**src/verilog/conv_pkg.sv**
```systemverilog
`default_nettype none

package conv_pkg;

  localparam int PIX_W   = 8;              // signed pixel
  localparam int WGT_W   = 8;              // signed weight
  localparam int PROD_W  = PIX_W + WGT_W;  // full 8x8 product
  localparam int PSUM_W  = 20;             // nine products plus headroom
  localparam int AXIL_AW = 6;              // byte address on the config bus
  localparam int AXIL_DW = 32;
  localparam int NUM_WGT = 9;              // 3x3 kernel

  typedef logic signed [PIX_W-1:0]  pixel_t;
  typedef logic signed [WGT_W-1:0]  weight_t;
  typedef logic signed [PROD_W-1:0] prod_t;
  typedef logic signed [PSUM_W-1:0] psum_t;

  typedef struct packed {
    pixel_t top;  // two lines back
    pixel_t mid;  // one line back
    pixel_t bot;  // current line
  } row_taps_t;

  typedef struct packed {
    weight_t w0;  // newest pixel of the row
    weight_t w1;  // middle pixel
    weight_t w2;  // oldest pixel
  } filter_row_t;

  typedef struct packed {
    filter_row_t row0;  // top row, packed at the msb end
    filter_row_t row1;
    filter_row_t row2;  // bottom row
  } filter_t;

  typedef enum logic [1:0] {
    resp_okay   = 2'b00,
    resp_slverr = 2'b10
  } axil_resp_t;

endpackage

`default_nettype wire

```
**src/verilog/weight_regs.sv**
```systemverilog
`timescale 1ns/1ps
`default_nettype none

module weight_regs import conv_pkg::*; (
  input  logic               clk,
  input  logic               rst_n,
  input  logic               s_axil_awvalid,
  output logic               s_axil_awready,
  input  logic [AXIL_AW-1:0] s_axil_awaddr,
  input  logic               s_axil_wvalid,
  output logic               s_axil_wready,
  input  logic [AXIL_DW-1:0] s_axil_wdata,
  output logic               s_axil_bvalid,
  input  logic               s_axil_bready,
  output axil_resp_t         s_axil_bresp,
  input  logic               s_axil_arvalid,
  output logic               s_axil_arready,
  input  logic [AXIL_AW-1:0] s_axil_araddr,
  output logic               s_axil_rvalid,
  input  logic               s_axil_rready,
  output logic [AXIL_DW-1:0] s_axil_rdata,
  output axil_resp_t         s_axil_rresp,
  output filter_t            filt
);

  logic [AXIL_AW-1:0] wr_addr;        // latched write address
  logic [AXIL_DW-1:0] wr_data;        // latched write data
  logic               aw_held;        // address taken, data may lag
  logic               w_held;         // data taken, address may lag
  logic               wr_commit;      // both halves present
  weight_t            wgt [NUM_WGT];  // row-major kernel store

  // word aligned and inside the nine-entry window
  function automatic logic addr_ok(input logic [AXIL_AW-1:0] addr);
    return (addr[1:0] == 2'b00) && (addr[AXIL_AW-1:2] < NUM_WGT);
  endfunction

  assign s_axil_awready = !aw_held && !s_axil_bvalid;  // blocked while b pending
  assign s_axil_wready  = !w_held && !s_axil_bvalid;
  assign s_axil_arready = !s_axil_rvalid;               // one read in flight
  assign wr_commit      = aw_held && w_held;

  always_ff @(posedge clk) begin
    if (!rst_n) begin
      aw_held       <= 1'b0;
      w_held        <= 1'b0;
      s_axil_bvalid <= 1'b0;
    end else if (wr_commit) begin
      aw_held       <= 1'b0;                // free both channels
      w_held        <= 1'b0;
      s_axil_bvalid <= 1'b1;                // response next cycle
    end else begin
      if (s_axil_awvalid && s_axil_awready) begin
        aw_held <= 1'b1;
      end
      if (s_axil_wvalid && s_axil_wready) begin
        w_held <= 1'b1;
      end
      if (s_axil_bvalid && s_axil_bready) begin
        s_axil_bvalid <= 1'b0;              // b retired
      end
    end
  end

  always_ff @(posedge clk) begin
    if (s_axil_awvalid && s_axil_awready) begin
      wr_addr <= s_axil_awaddr;
    end
    if (s_axil_wvalid && s_axil_wready) begin
      wr_data <= s_axil_wdata;
    end
    if (wr_commit) begin
      s_axil_bresp <= addr_ok(wr_addr) ? resp_okay : resp_slverr;
    end
  end

  always_ff @(posedge clk) begin
    if (!rst_n) begin
      for (int i = 0; i < NUM_WGT; i++) begin
        wgt[i] <= '0;                       // kernel starts as all zero
      end
    end else if (wr_commit && addr_ok(wr_addr)) begin
      wgt[wr_addr[AXIL_AW-1:2]] <= weight_t'(wr_data[WGT_W-1:0]);  // low byte only
    end
  end

  always_ff @(posedge clk) begin
    if (!rst_n) begin
      s_axil_rvalid <= 1'b0;
    end else if (s_axil_arvalid && s_axil_arready) begin
      s_axil_rvalid <= 1'b1;
    end else if (s_axil_rvalid && s_axil_rready) begin
      s_axil_rvalid <= 1'b0;
    end
  end

  always_ff @(posedge clk) begin
    if (s_axil_arvalid && s_axil_arready) begin
      if (addr_ok(s_axil_araddr)) begin
        s_axil_rdata <= AXIL_DW'(wgt[s_axil_araddr[AXIL_AW-1:2]]);  // sign extended
        s_axil_rresp <= resp_okay;
      end else begin
        s_axil_rdata <= '0;                 // hole in the map
        s_axil_rresp <= resp_slverr;
      end
    end
  end

  assign filt = {wgt[0], wgt[1], wgt[2],    // row0 w0..w2
                 wgt[3], wgt[4], wgt[5],
                 wgt[6], wgt[7], wgt[8]};   // row2 last

  a_b_hold: assert property (@(posedge clk) disable iff (!rst_n)
    s_axil_bvalid && !s_axil_bready |=> s_axil_bvalid && $stable(s_axil_bresp));

  a_r_hold: assert property (@(posedge clk) disable iff (!rst_n)
    s_axil_rvalid && !s_axil_rready |=> s_axil_rvalid && $stable(s_axil_rresp));

endmodule

`default_nettype wire

```
**src/verilog/line_buffer.sv**
```systemverilog
`timescale 1ns/1ps
`default_nettype none

module line_buffer import conv_pkg::*; #(
  parameter int IMG_WIDTH = 16
) (
  input  logic      clk,
  input  logic      rst_n,
  input  logic      pix_valid,
  input  pixel_t    pix_data,
  output logic      taps_valid,
  output row_taps_t taps
);

  localparam int PTR_W = $clog2(IMG_WIDTH);

  pixel_t           line1 [IMG_WIDTH];  // pixels one line back
  pixel_t           line2 [IMG_WIDTH];  // pixels two lines back
  logic [PTR_W-1:0] wr_ptr;             // shared by both lines
  pixel_t           dly1;               // old entry of line1
  pixel_t           dly2;               // old entry of line2

  assign dly1 = line1[wr_ptr];          // read ahead of the overwrite
  assign dly2 = line2[wr_ptr];

  always_ff @(posedge clk) begin
    if (!rst_n) begin
      wr_ptr <= '0;
      for (int i = 0; i < IMG_WIDTH; i++) begin
        line1[i] <= '0;                 // defined data for the first lines
        line2[i] <= '0;
      end
    end else if (pix_valid) begin
      line1[wr_ptr] <= pix_data;
      line2[wr_ptr] <= dly1;            // line1 entry ages into line2
      if (wr_ptr == PTR_W'(IMG_WIDTH - 1)) begin
        wr_ptr <= '0;                   // wrap at line end
      end else begin
        wr_ptr <= wr_ptr + 1'b1;
      end
    end
  end

  always_ff @(posedge clk) begin
    if (!rst_n) begin
      taps_valid <= 1'b0;
    end else begin
      taps_valid <= pix_valid;          // this becomes the pipeline enable
    end
  end

  always_ff @(posedge clk) begin
    if (pix_valid) begin
      taps <= '{top: dly2, mid: dly1, bot: pix_data};  // column of three
    end
  end

  a_taps_known: assert property (@(posedge clk) disable iff (!rst_n)
    taps_valid |-> !$isunknown(taps));

endmodule

`default_nettype wire

```
**src/verilog/pe_unit.sv**
```systemverilog
`timescale 1ns/1ps
`default_nettype none

module pe_unit import conv_pkg::*; (
  input  logic        clk,
  input  logic        rst_n,
  input  logic        en,
  input  pixel_t      pix_in,
  input  filter_row_t frow,
  input  psum_t       psum_in,
  output psum_t       psum_out
);

  pixel_t tap0;      // newest pixel
  pixel_t tap1;
  pixel_t tap2;      // oldest pixel
  prod_t  prod0;
  prod_t  prod1;
  prod_t  prod2;
  psum_t  prod_sum;  // row contribution

  // three-tap window along the row
  always_ff @(posedge clk) begin
    if (!rst_n) begin
      tap0 <= '0;
      tap1 <= '0;
      tap2 <= '0;
    end else if (en) begin
      tap0 <= pix_in;
      tap1 <= tap0;
      tap2 <= tap1;
    end
  end

  // registered signed 8x8 multipliers
  always_ff @(posedge clk) begin
    if (!rst_n) begin
      prod0 <= '0;
      prod1 <= '0;
      prod2 <= '0;
    end else if (en) begin
      prod0 <= tap0 * frow.w0;  // both operands signed
      prod1 <= tap1 * frow.w1;
      prod2 <= tap2 * frow.w2;
    end
  end

  assign prod_sum = psum_t'(prod0) + psum_t'(prod1) + psum_t'(prod2);  // sign extended

  always_ff @(posedge clk) begin
    if (!rst_n) begin
      psum_out <= '0;
    end else if (en) begin
      psum_out <= psum_in + prod_sum;  // add onto the element above
    end
  end

endmodule

`default_nettype wire

```
**src/verilog/pe_column.sv**
```systemverilog
`timescale 1ns/1ps
`default_nettype none

module pe_column import conv_pkg::*; #(
  parameter int IMG_WIDTH = 16
) (
  input  logic      clk,
  input  logic      rst_n,
  input  logic      taps_valid,
  input  row_taps_t taps,
  input  filter_t   filt,
  output logic      conv_valid,
  output psum_t     conv_data
);

  localparam int PIPE_DEPTH = 4;                          // bottom skew 2, product, psum
  localparam int FILL       = 2 * IMG_WIDTH + 2 + PIPE_DEPTH;
  localparam int CNT_W      = $clog2(FILL + 1);

  pixel_t           mid_d1;    // middle row one beat late
  pixel_t           bot_d1;
  pixel_t           bot_d2;    // bottom row two beats late
  psum_t            psum_top;  // top row sum
  psum_t            psum_mid;  // top plus middle
  logic [CNT_W-1:0] beat_cnt;  // saturating count of beats seen
  logic             full;

  assign full = (beat_cnt == CNT_W'(FILL));

  always_ff @(posedge clk) begin
    if (!rst_n) begin
      mid_d1 <= '0;
      bot_d1 <= '0;
      bot_d2 <= '0;
    end else if (taps_valid) begin
      mid_d1 <= taps.mid;
      bot_d1 <= taps.bot;
      bot_d2 <= bot_d1;
    end
  end

  always_ff @(posedge clk) begin
    if (!rst_n) begin
      beat_cnt   <= '0;
      conv_valid <= 1'b0;
    end else begin
      conv_valid <= taps_valid && full;  // first pulse carries window 0
      if (taps_valid && !full) begin
        beat_cnt <= beat_cnt + 1'b1;
      end
    end
  end

  pe_unit u_pe_top (.clk(clk), .rst_n(rst_n), .en(taps_valid), .pix_in(taps.top),
                    .frow(filt.row0), .psum_in('0), .psum_out(psum_top));

  pe_unit u_pe_mid (.clk(clk), .rst_n(rst_n), .en(taps_valid), .pix_in(mid_d1),
                    .frow(filt.row1), .psum_in(psum_top), .psum_out(psum_mid));

  pe_unit u_pe_bot (.clk(clk), .rst_n(rst_n), .en(taps_valid), .pix_in(bot_d2),
                    .frow(filt.row2), .psum_in(psum_mid), .psum_out(conv_data));

  a_result_known: assert property (@(posedge clk) disable iff (!rst_n)
    conv_valid |-> !$isunknown(conv_data));

endmodule

`default_nettype wire

```
**src/verilog/conv_engine.sv**
```systemverilog
`timescale 1ns/1ps
`default_nettype none

module conv_engine import conv_pkg::*; #(
  parameter int IMG_WIDTH = 16  // pixels per line, 4 or more
) (
  input  logic               clk,
  input  logic               rst_n,
  input  logic               s_axil_awvalid,
  output logic               s_axil_awready,
  input  logic [AXIL_AW-1:0] s_axil_awaddr,
  input  logic               s_axil_wvalid,
  output logic               s_axil_wready,
  input  logic [AXIL_DW-1:0] s_axil_wdata,
  output logic               s_axil_bvalid,
  input  logic               s_axil_bready,
  output axil_resp_t         s_axil_bresp,
  input  logic               s_axil_arvalid,
  output logic               s_axil_arready,
  input  logic [AXIL_AW-1:0] s_axil_araddr,
  output logic               s_axil_rvalid,
  input  logic               s_axil_rready,
  output logic [AXIL_DW-1:0] s_axil_rdata,
  output axil_resp_t         s_axil_rresp,
  input  logic               pix_valid,
  input  pixel_t             pix_data,
  output logic               conv_valid,
  output psum_t              conv_data
);

  filter_t   filt;        // kernel from the register bank
  row_taps_t taps;        // vertically aligned pixels
  logic      taps_valid;  // pipeline enable

  weight_regs u_weight_regs (
    .clk(clk), .rst_n(rst_n),
    .s_axil_awvalid(s_axil_awvalid), .s_axil_awready(s_axil_awready),
    .s_axil_awaddr(s_axil_awaddr),
    .s_axil_wvalid(s_axil_wvalid), .s_axil_wready(s_axil_wready),
    .s_axil_wdata(s_axil_wdata),
    .s_axil_bvalid(s_axil_bvalid), .s_axil_bready(s_axil_bready),
    .s_axil_bresp(s_axil_bresp),
    .s_axil_arvalid(s_axil_arvalid), .s_axil_arready(s_axil_arready),
    .s_axil_araddr(s_axil_araddr),
    .s_axil_rvalid(s_axil_rvalid), .s_axil_rready(s_axil_rready),
    .s_axil_rdata(s_axil_rdata), .s_axil_rresp(s_axil_rresp),
    .filt(filt)
  );

  line_buffer #(.IMG_WIDTH(IMG_WIDTH)) u_line_buffer (
    .clk(clk), .rst_n(rst_n),
    .pix_valid(pix_valid), .pix_data(pix_data),
    .taps_valid(taps_valid), .taps(taps)
  );

  pe_column #(.IMG_WIDTH(IMG_WIDTH)) u_pe_column (
    .clk(clk), .rst_n(rst_n),
    .taps_valid(taps_valid), .taps(taps), .filt(filt),
    .conv_valid(conv_valid), .conv_data(conv_data)
  );

endmodule

`default_nettype wire

```
**config.mk**
```make
export PLATFORM = sky130hd
export DESIGN_NAME = conv_engine
export DESIGN_NICKNAME = d
export VERILOG_FILES = /design/src/verilog/conv_pkg.sv /design/src/verilog/weight_regs.sv /design/src/verilog/line_buffer.sv /design/src/verilog/pe_unit.sv /design/src/verilog/pe_column.sv /design/src/verilog/conv_engine.sv
export SDC_FILE = /design/constraint.sdc
export NUM_CORES = 2
export LEC_CHECK = 0
export ABC_AREA = 0
export BUFFER_PORTS_ARGS = -buffer_cell sky130_fd_sc_hd__buf_2
export CAP_MARGIN = 30
export CORE_ASPECT_RATIO = 1.4
export CORE_UTILIZATION = 55
export DETAILED_ROUTE_END_ITERATION = 10
export PLACE_DENSITY = 0.74
export SLEW_MARGIN = 40
export SYNTH_ARGS = -nofsm -noshare
export SYNTH_HDL_FRONTEND = slang
export SYNTH_SLANG_ARGS = --single-unit
```
**constraint.sdc**
```tcl
create_clock -name clk -period 10.49 [get_ports clk]
set_input_delay 0.5245 -clock clk [delete_from_list [all_inputs] [get_ports clk]]
set_output_delay 0.5245 -clock clk [all_outputs]
set_load 0.05 [all_outputs]
```
Yosys cells after proc, flatten, opt, wreduce, memory -nomap -nowiden --
Memory sizes are Yosys's and may differ from the RTL's. A register that Yosys moved wholly into a read port is not among the register bits. Index checks and enable logic that the tools add are counted.
Storage, ports and cells: register bits 350, memory bits (writable) 328, bits of input ports 60, output and inout port bits 62, logic and storage cells 117, memories 3
Operators by class: $add $sub $neg 10, multipliers 9, order comparisons 2, eq/ne operators 2, muxes and demuxes 25, bitwise logic cells 1, reductions and logical operators 27
Memory list:
- u_line_buffer.line1 | words 16, bits a word 8, read ports 1, clocked after memory_dff 1, wr ports 16, RTL line line_buffer.sv:17 | pixel_t line1 [IMG_WIDTH];
- u_line_buffer.line2 | words 16, bits a word 8, read ports 1, clocked after memory_dff 1, wr ports 16, RTL line line_buffer.sv:18 | pixel_t line2 [IMG_WIDTH];
- u_weight_regs.wgt | words 9, bits a word 8, read ports 10, clocked after memory_dff 1, wr ports 9, RTL line weight_regs.sv:31 | weight_t wgt [NUM_WGT];
Operator list (count):
- 8-bit by 8-bit multiplier with 16-bit output | 9
- 17-bit by 16-bit adder with 18-bit output | 3
- 16-bit by 16-bit adder with 17-bit output | 3
- 20-bit by 18-bit adder with 20-bit output | 2
- 4-bit 2-to-1 mux | 6
- 8-bit 2-to-1 mux | 3
- 8-bit OR reduction | 3
- 1-bit 2-to-1 mux | 14
- 1-bit logical AND | 13
- 4-bit < comparator (second input constant) | 2
- 6-bit by 1-bit adder with 6-bit output (second input constant) | 1
- 6-bit equality test (second input constant) | 1
- 1-bit logical NOT | 6
- 4-bit by 1-bit adder with 4-bit output (second input constant) | 1
- 4-bit equality test (second input constant) | 1
- 2-bit logical NOT | 2
- 2-bit 2-to-1 mux | 2
- 2-bit nonzero test | 2
- 2-bit OR reduction | 1
- 1-bit NOT | 1

Logic depth before layout (Yosys ltp) --
depth after elaboration 8, mapped depth 18, mapped depth without buffers 17

By module --
A second synthesis with hierarchy kept.
Second synthesis, totals: cells, all modules 5440, area total of the unflattened synthesis 58127.0 µm²
Modules (own cells, without submodules):
- line_buffer | times used 1, cells an instance 816, area an instance 13641.8 µm², sequential area each 8588.2 µm²
- pe_unit at u_pe_column.u_pe_bot | times used 1, cells an instance 1437, area an instance 12667.1 µm², sequential area each 1841.8 µm²
- pe_unit at u_pe_column.u_pe_top | times used 1, cells an instance 1332, area an instance 12420.7 µm², sequential area each 1841.8 µm²
- pe_unit at u_pe_column.u_pe_mid | times used 1, cells an instance 1380, area an instance 12326.8 µm², sequential area each 1841.8 µm²
- weight_regs | times used 1, cells an instance 358, area an instance 5808.1 µm², sequential area each 3923.8 µm²
- pe_column | times used 1, cells an instance 117, area an instance 1262.5 µm², sequential area each 620.6 µm²

Worst setup path after synthesis --
No wires, ideal clock.
path type reg2reg, from mem u_weight_regs.wgt[3][2] (netlist bit), to reg u_pe_column.u_pe_mid.prod0[15], library setup time 0.133 ns, arrival time 4.137 ns, required time 10.357 ns, slack 6.221 ns, cell stages (with the launch flop) 18, buffers on the path 1, period minus slack after synthesis 4.269 ns, cells stage by stage edfxtp_1 -> clkbuf_1 -> and2_1 -> fa_1 -> inv_1 -> fa_1 -> inv_1 -> fa_1 -> inv_1 -> fa_1 -> inv_1 -> ha_1 -> o211ai_1 -> o21ai_0 -> o2111ai_1 -> a311oi_1 -> xnor2_1 -> a21oi_1
RTL lines:
- start: declaration | RTL line weight_regs.sv:31
- end signal: assignment | RTL line pe_unit.sv:42 | prod0 <= tap0 * frow.w0;
- end: declaration | RTL line pe_unit.sv:17 | prod_t prod0;

==> flow_metrics.py <==
metrics = {
    "floorplan": {
        "core_mm2": 0.101,
        "ios": 122,
        "die_w_um": 272,
        "placementRows": 138,
        "die_area_mm2": 0.103,
        "die_h_um": 380,
        "initial_core_util_pct": 55.5,
    },
    "clock_network": {
        "cts_tree": "done",
        "clockBufferDepth": 3,
        "cts_resized": 0,
        "cts_made_buffers": 78,
        "cts_max_level": 3,
        "holdBufCountCts": 13,
        "clock_latency_ps": 700,
        "clk_pin_slew_worst_paths_ps": 60,
        "cts_setup_buffers": 0,
        "cts.sinks": 750,
        "ctsRootBufferMaster": "clkbuf_16",
    },
    "pwr": {
        "internal-power_mw": 5.24,
        "combPwrFrac_pct": 12.4,
        "clkPwrFrac_pct": 40.8,
        "power_mw": 7.19,
        "switchingPower_mw": 1.95,
        "power_density_mw_per_mm2": 119,
        "ir_drop_mv": 0.152,
        "power_frac_seq_pct": 46.8,
        "netSwitchingFraction_pct": 27.1,
        "leakagePower_nw": 27.1,
    },
    "critical_path": {
        "worstSetupPathType": "flop to flop",
        "critPathMaxFanout": 9,
        "path_buf_inv": 3,
        "cp-start-kind": "flop",
        "crit_path_frequent_cell": "fa_1",
        "crit_cells": 15,
        "cp_data_required_time_ps": 11030,
        "critPathTopFamily": "adder cells",
        "rr_worst_depth": 15,
        "end_kind": "flop",
        "worstPathArrival_ps": 5630,
        "cpPeakStageDelay_ps": 640,
        "path_cells": "nand2_1, fa_1, fa_1, inv_1, fa_1, inv_1, fa_1, inv_1, ha_1, and4_1, nand2_1, o211ai_1, o41ai_1, xnor2_1, a21oi_1",
        "slowest_stage": "fa_1",
    },
    "layout": {
        "nets": 6160,
        "areaGrowthSynthToFinish_pct": 7.77,
        "drive_gt1_share_pct": 7.11,
        "design_area_mm2": 0.0604,
    },
    "route": {
        "wirelength_um": 129000,
        "vias_per_cell": 5.54,
        "firstDrtPassIters": 7,
        "final_antenna_net_count": 0,
        "first_iter_violations": 2326,
        "drc_errors": 0,
        "vias": 36555,
        "wire_per_inst_um": 19.6,
    },
    "global_routing": {
        "grt_pass1_vias": 38157,
        "grt_max_degree": 153,
        "antenna_found_initial": 1,
        "grt_pass1_wl_um": 207000,
        "overflow": 0,
        "grt_usage_pct": 25.7,
    },
    "sta": {
        "setup_viol": 0,
        "min_period_over_period_pct": 48.5,
        "fin_crit_ps": 5090,
        "finalClockSkew_ps": 67.6,
        "tightest_slew_ps": 872,
        "rsz0062_at_grt": "false",
        "holdWs_ps": 117,
        "relSlewSlack_pct": 41.9,
        "fin_setup_tns_ps": 0,
        "finalMaxSlewViolations": 0,
        "fin_ws_ps": 5400,
        "hold_viol_final": 0,
        "fmax_ghz": 0.197,
    },
    "outcome": {
        "status": "finished, final reports clean",
    },
    "place": {
        "post-dp-hpwl_um": 96500,
        "dp_slack_ps": 5440,
        "place_area_mm2": 0.0575,
        "portBuffers": 95,
        "globalplace.congestion": 0.903,
    },
    "yosys": {
        "synth-compound-area-share_pct": 5.68,
        "synthMuxAreaShare_pct": 8.30,
        "synth_cell_types": 70,
        "yosysSeqAreaShare_pct": 34.5,
        "synth_area_per_cell_um2": 10.9,
        "synth_top_family_by_area": "adder cells",
        "synth-seq-cells": 750,
        "yosysTopAreaCell": "edfxtp_1",
        "synth_area_leaders": "edfxtp_1 23%, fa_1 21%, dfxtp_1 11%, ha_1 7.2%, and2_1 5.2%",
        "synthTopCellsByCount": "740 x inv_1, 581 x fa_1, 469 x and2_1",
        "synthAdderAreaFrac_pct": 27.9,
        "synth.most_common_cell": "inv_1",
        "synthSimpleGateAreaFrac_pct": 13.9,
        "syn_area_mm2": 0.0561,
        "synth_ff_type": "edfxtp_1",
        "synth_xor_xnor_area_share_pct": 2.73,
        "yosys_warnings": 0,
        "yosys.area.top_type_share_pct": 23.1,
        "synth-edff-count": 432,
        "syn_inst": 5159,
        "synthArstFlopShare_pct": 0,
    },
    "run": {
        "drv_cap": 0,
    },
    "min_path": {
        "hold_class": "primary input to flop",
        "whs_path_depth": 1,
    },
}
[cells in the final DEF, fill, tap and decap left out, types with 120 or more instances in the layout]
master      n
nor2_1    428
mux2i_1   214
o21ai_0   129
inv_1     740
and2_1    469
edfxtp_1  432
dfxtp_1   313
fa_1      581
nand2_1   288
ha_1      322
xnor2_1   120
[cell families after synthesis]
family                     Yosys count
other                                1
AOI/OAI and AO/OA                  487
xor gates and xnor gates           175
buffers and inverters              973
muxes                              331
DFF                                750
and+or+nand+nor                   1539
adders and majority gates          903
[per-layer routing]
metal  vias to the layer above  GRT usage [%]  routed length (um)
li1                      16966              -                   -
met1                     18432           30.9               50600
met2                       897           45.0               65300
met3                       260           3.44                6470
met4                         0           13.0                6740
met5                         -              0                   0
[path summary, 6_finish.rpt]
kind | from | end | slack, ps
worst min register to register | u_pe_column.u_pe_bot.psum_out[18] | u_pe_column.u_pe_bot.psum_out[18] | 450
worst min-delay path | s_axil_awaddr[4] | u_weight_regs.wr_addr[4] | 120
worst max-delay path | u_weight_regs.wgt[8][2] | u_pe_column.u_pe_bot.prod2[15] | 5400
worst max register to register | u_weight_regs.wgt[8][2] | u_pe_column.u_pe_bot.prod2[15] | 5400
[stage by stage]
| stage | instances | util (%) |
|---|---|---|
| after detailed placement | 6434 | 57.0 |
| after global placement | 6434 | 57.0 |
| after floorplan | 5216 | - |
| after CTS | 6592 | 59.8 |
| after global routing | 6592 | 59.8 |
| final | 6593 | 59.8 |
[power by group through the flow]
stage	Sequential [mW]	Combinational [mW]	Clock, mW
global placement	3.42	0.863	0
detailed placement	3.43	0.884	0
CTS	3.37	0.892	2.98
global route	3.38	0.980	3.10
finish	3.37	0.890	2.94
floorplan	3.38	0.655	0
[worst reg2reg max path: stages (launching register included)]
cell and delay (ps):
edfxtp_1 620, nand2_1 230, fa_1 640, fa_1 520, inv_1 50, fa_1 470
inv_1 50, fa_1 470, inv_1 40, ha_1 340, and4_1 250, nand2_1 70
o211ai_1 300, o41ai_1 120, xnor2_1 620, a21oi_1 150
[flip-flops by register name, indices dropped and copies added, names as in the netlist, 16 cells and up, named ones only]
name                           count
u_line_buffer.line2              128
u_pe_column.u_pe_bot.psum_out     20
u_line_buffer.taps                24
u_pe_column.u_pe_top.prod1        16
u_pe_column.u_pe_top.prod0        16
u_pe_column.u_pe_bot.prod2        16
u_pe_column.u_pe_top.psum_out     18
u_pe_column.u_pe_mid.prod2        16
u_pe_column.u_pe_mid.prod1        16
u_line_buffer.line1              128
u_pe_column.u_pe_bot.prod1        16
u_pe_column.u_pe_bot.prod0        16
u_pe_column.u_pe_top.prod2        16
u_pe_column.u_pe_mid.psum_out     20
u_pe_column.u_pe_mid.prod0        16
u_weight_regs.wgt                128
[final cells by class]
| cell class | count | area (um2) |
|---|---|---|
| fill | 8205 | 40600 |
| multi-input combinational | 3493 | 33100 |
| sequential | 750 | 19300 |
| inverter | 742 | 2790 |
| clock buffer | 95 | 2050 |
| tap | 1330 | 1660 |
| timing repair buffer | 132 | 818 |
| clock inverter | 50 | 674 |
| antenna | 1 | 2.50 |
Note: power is estimated with default switching activity, not from simulation.
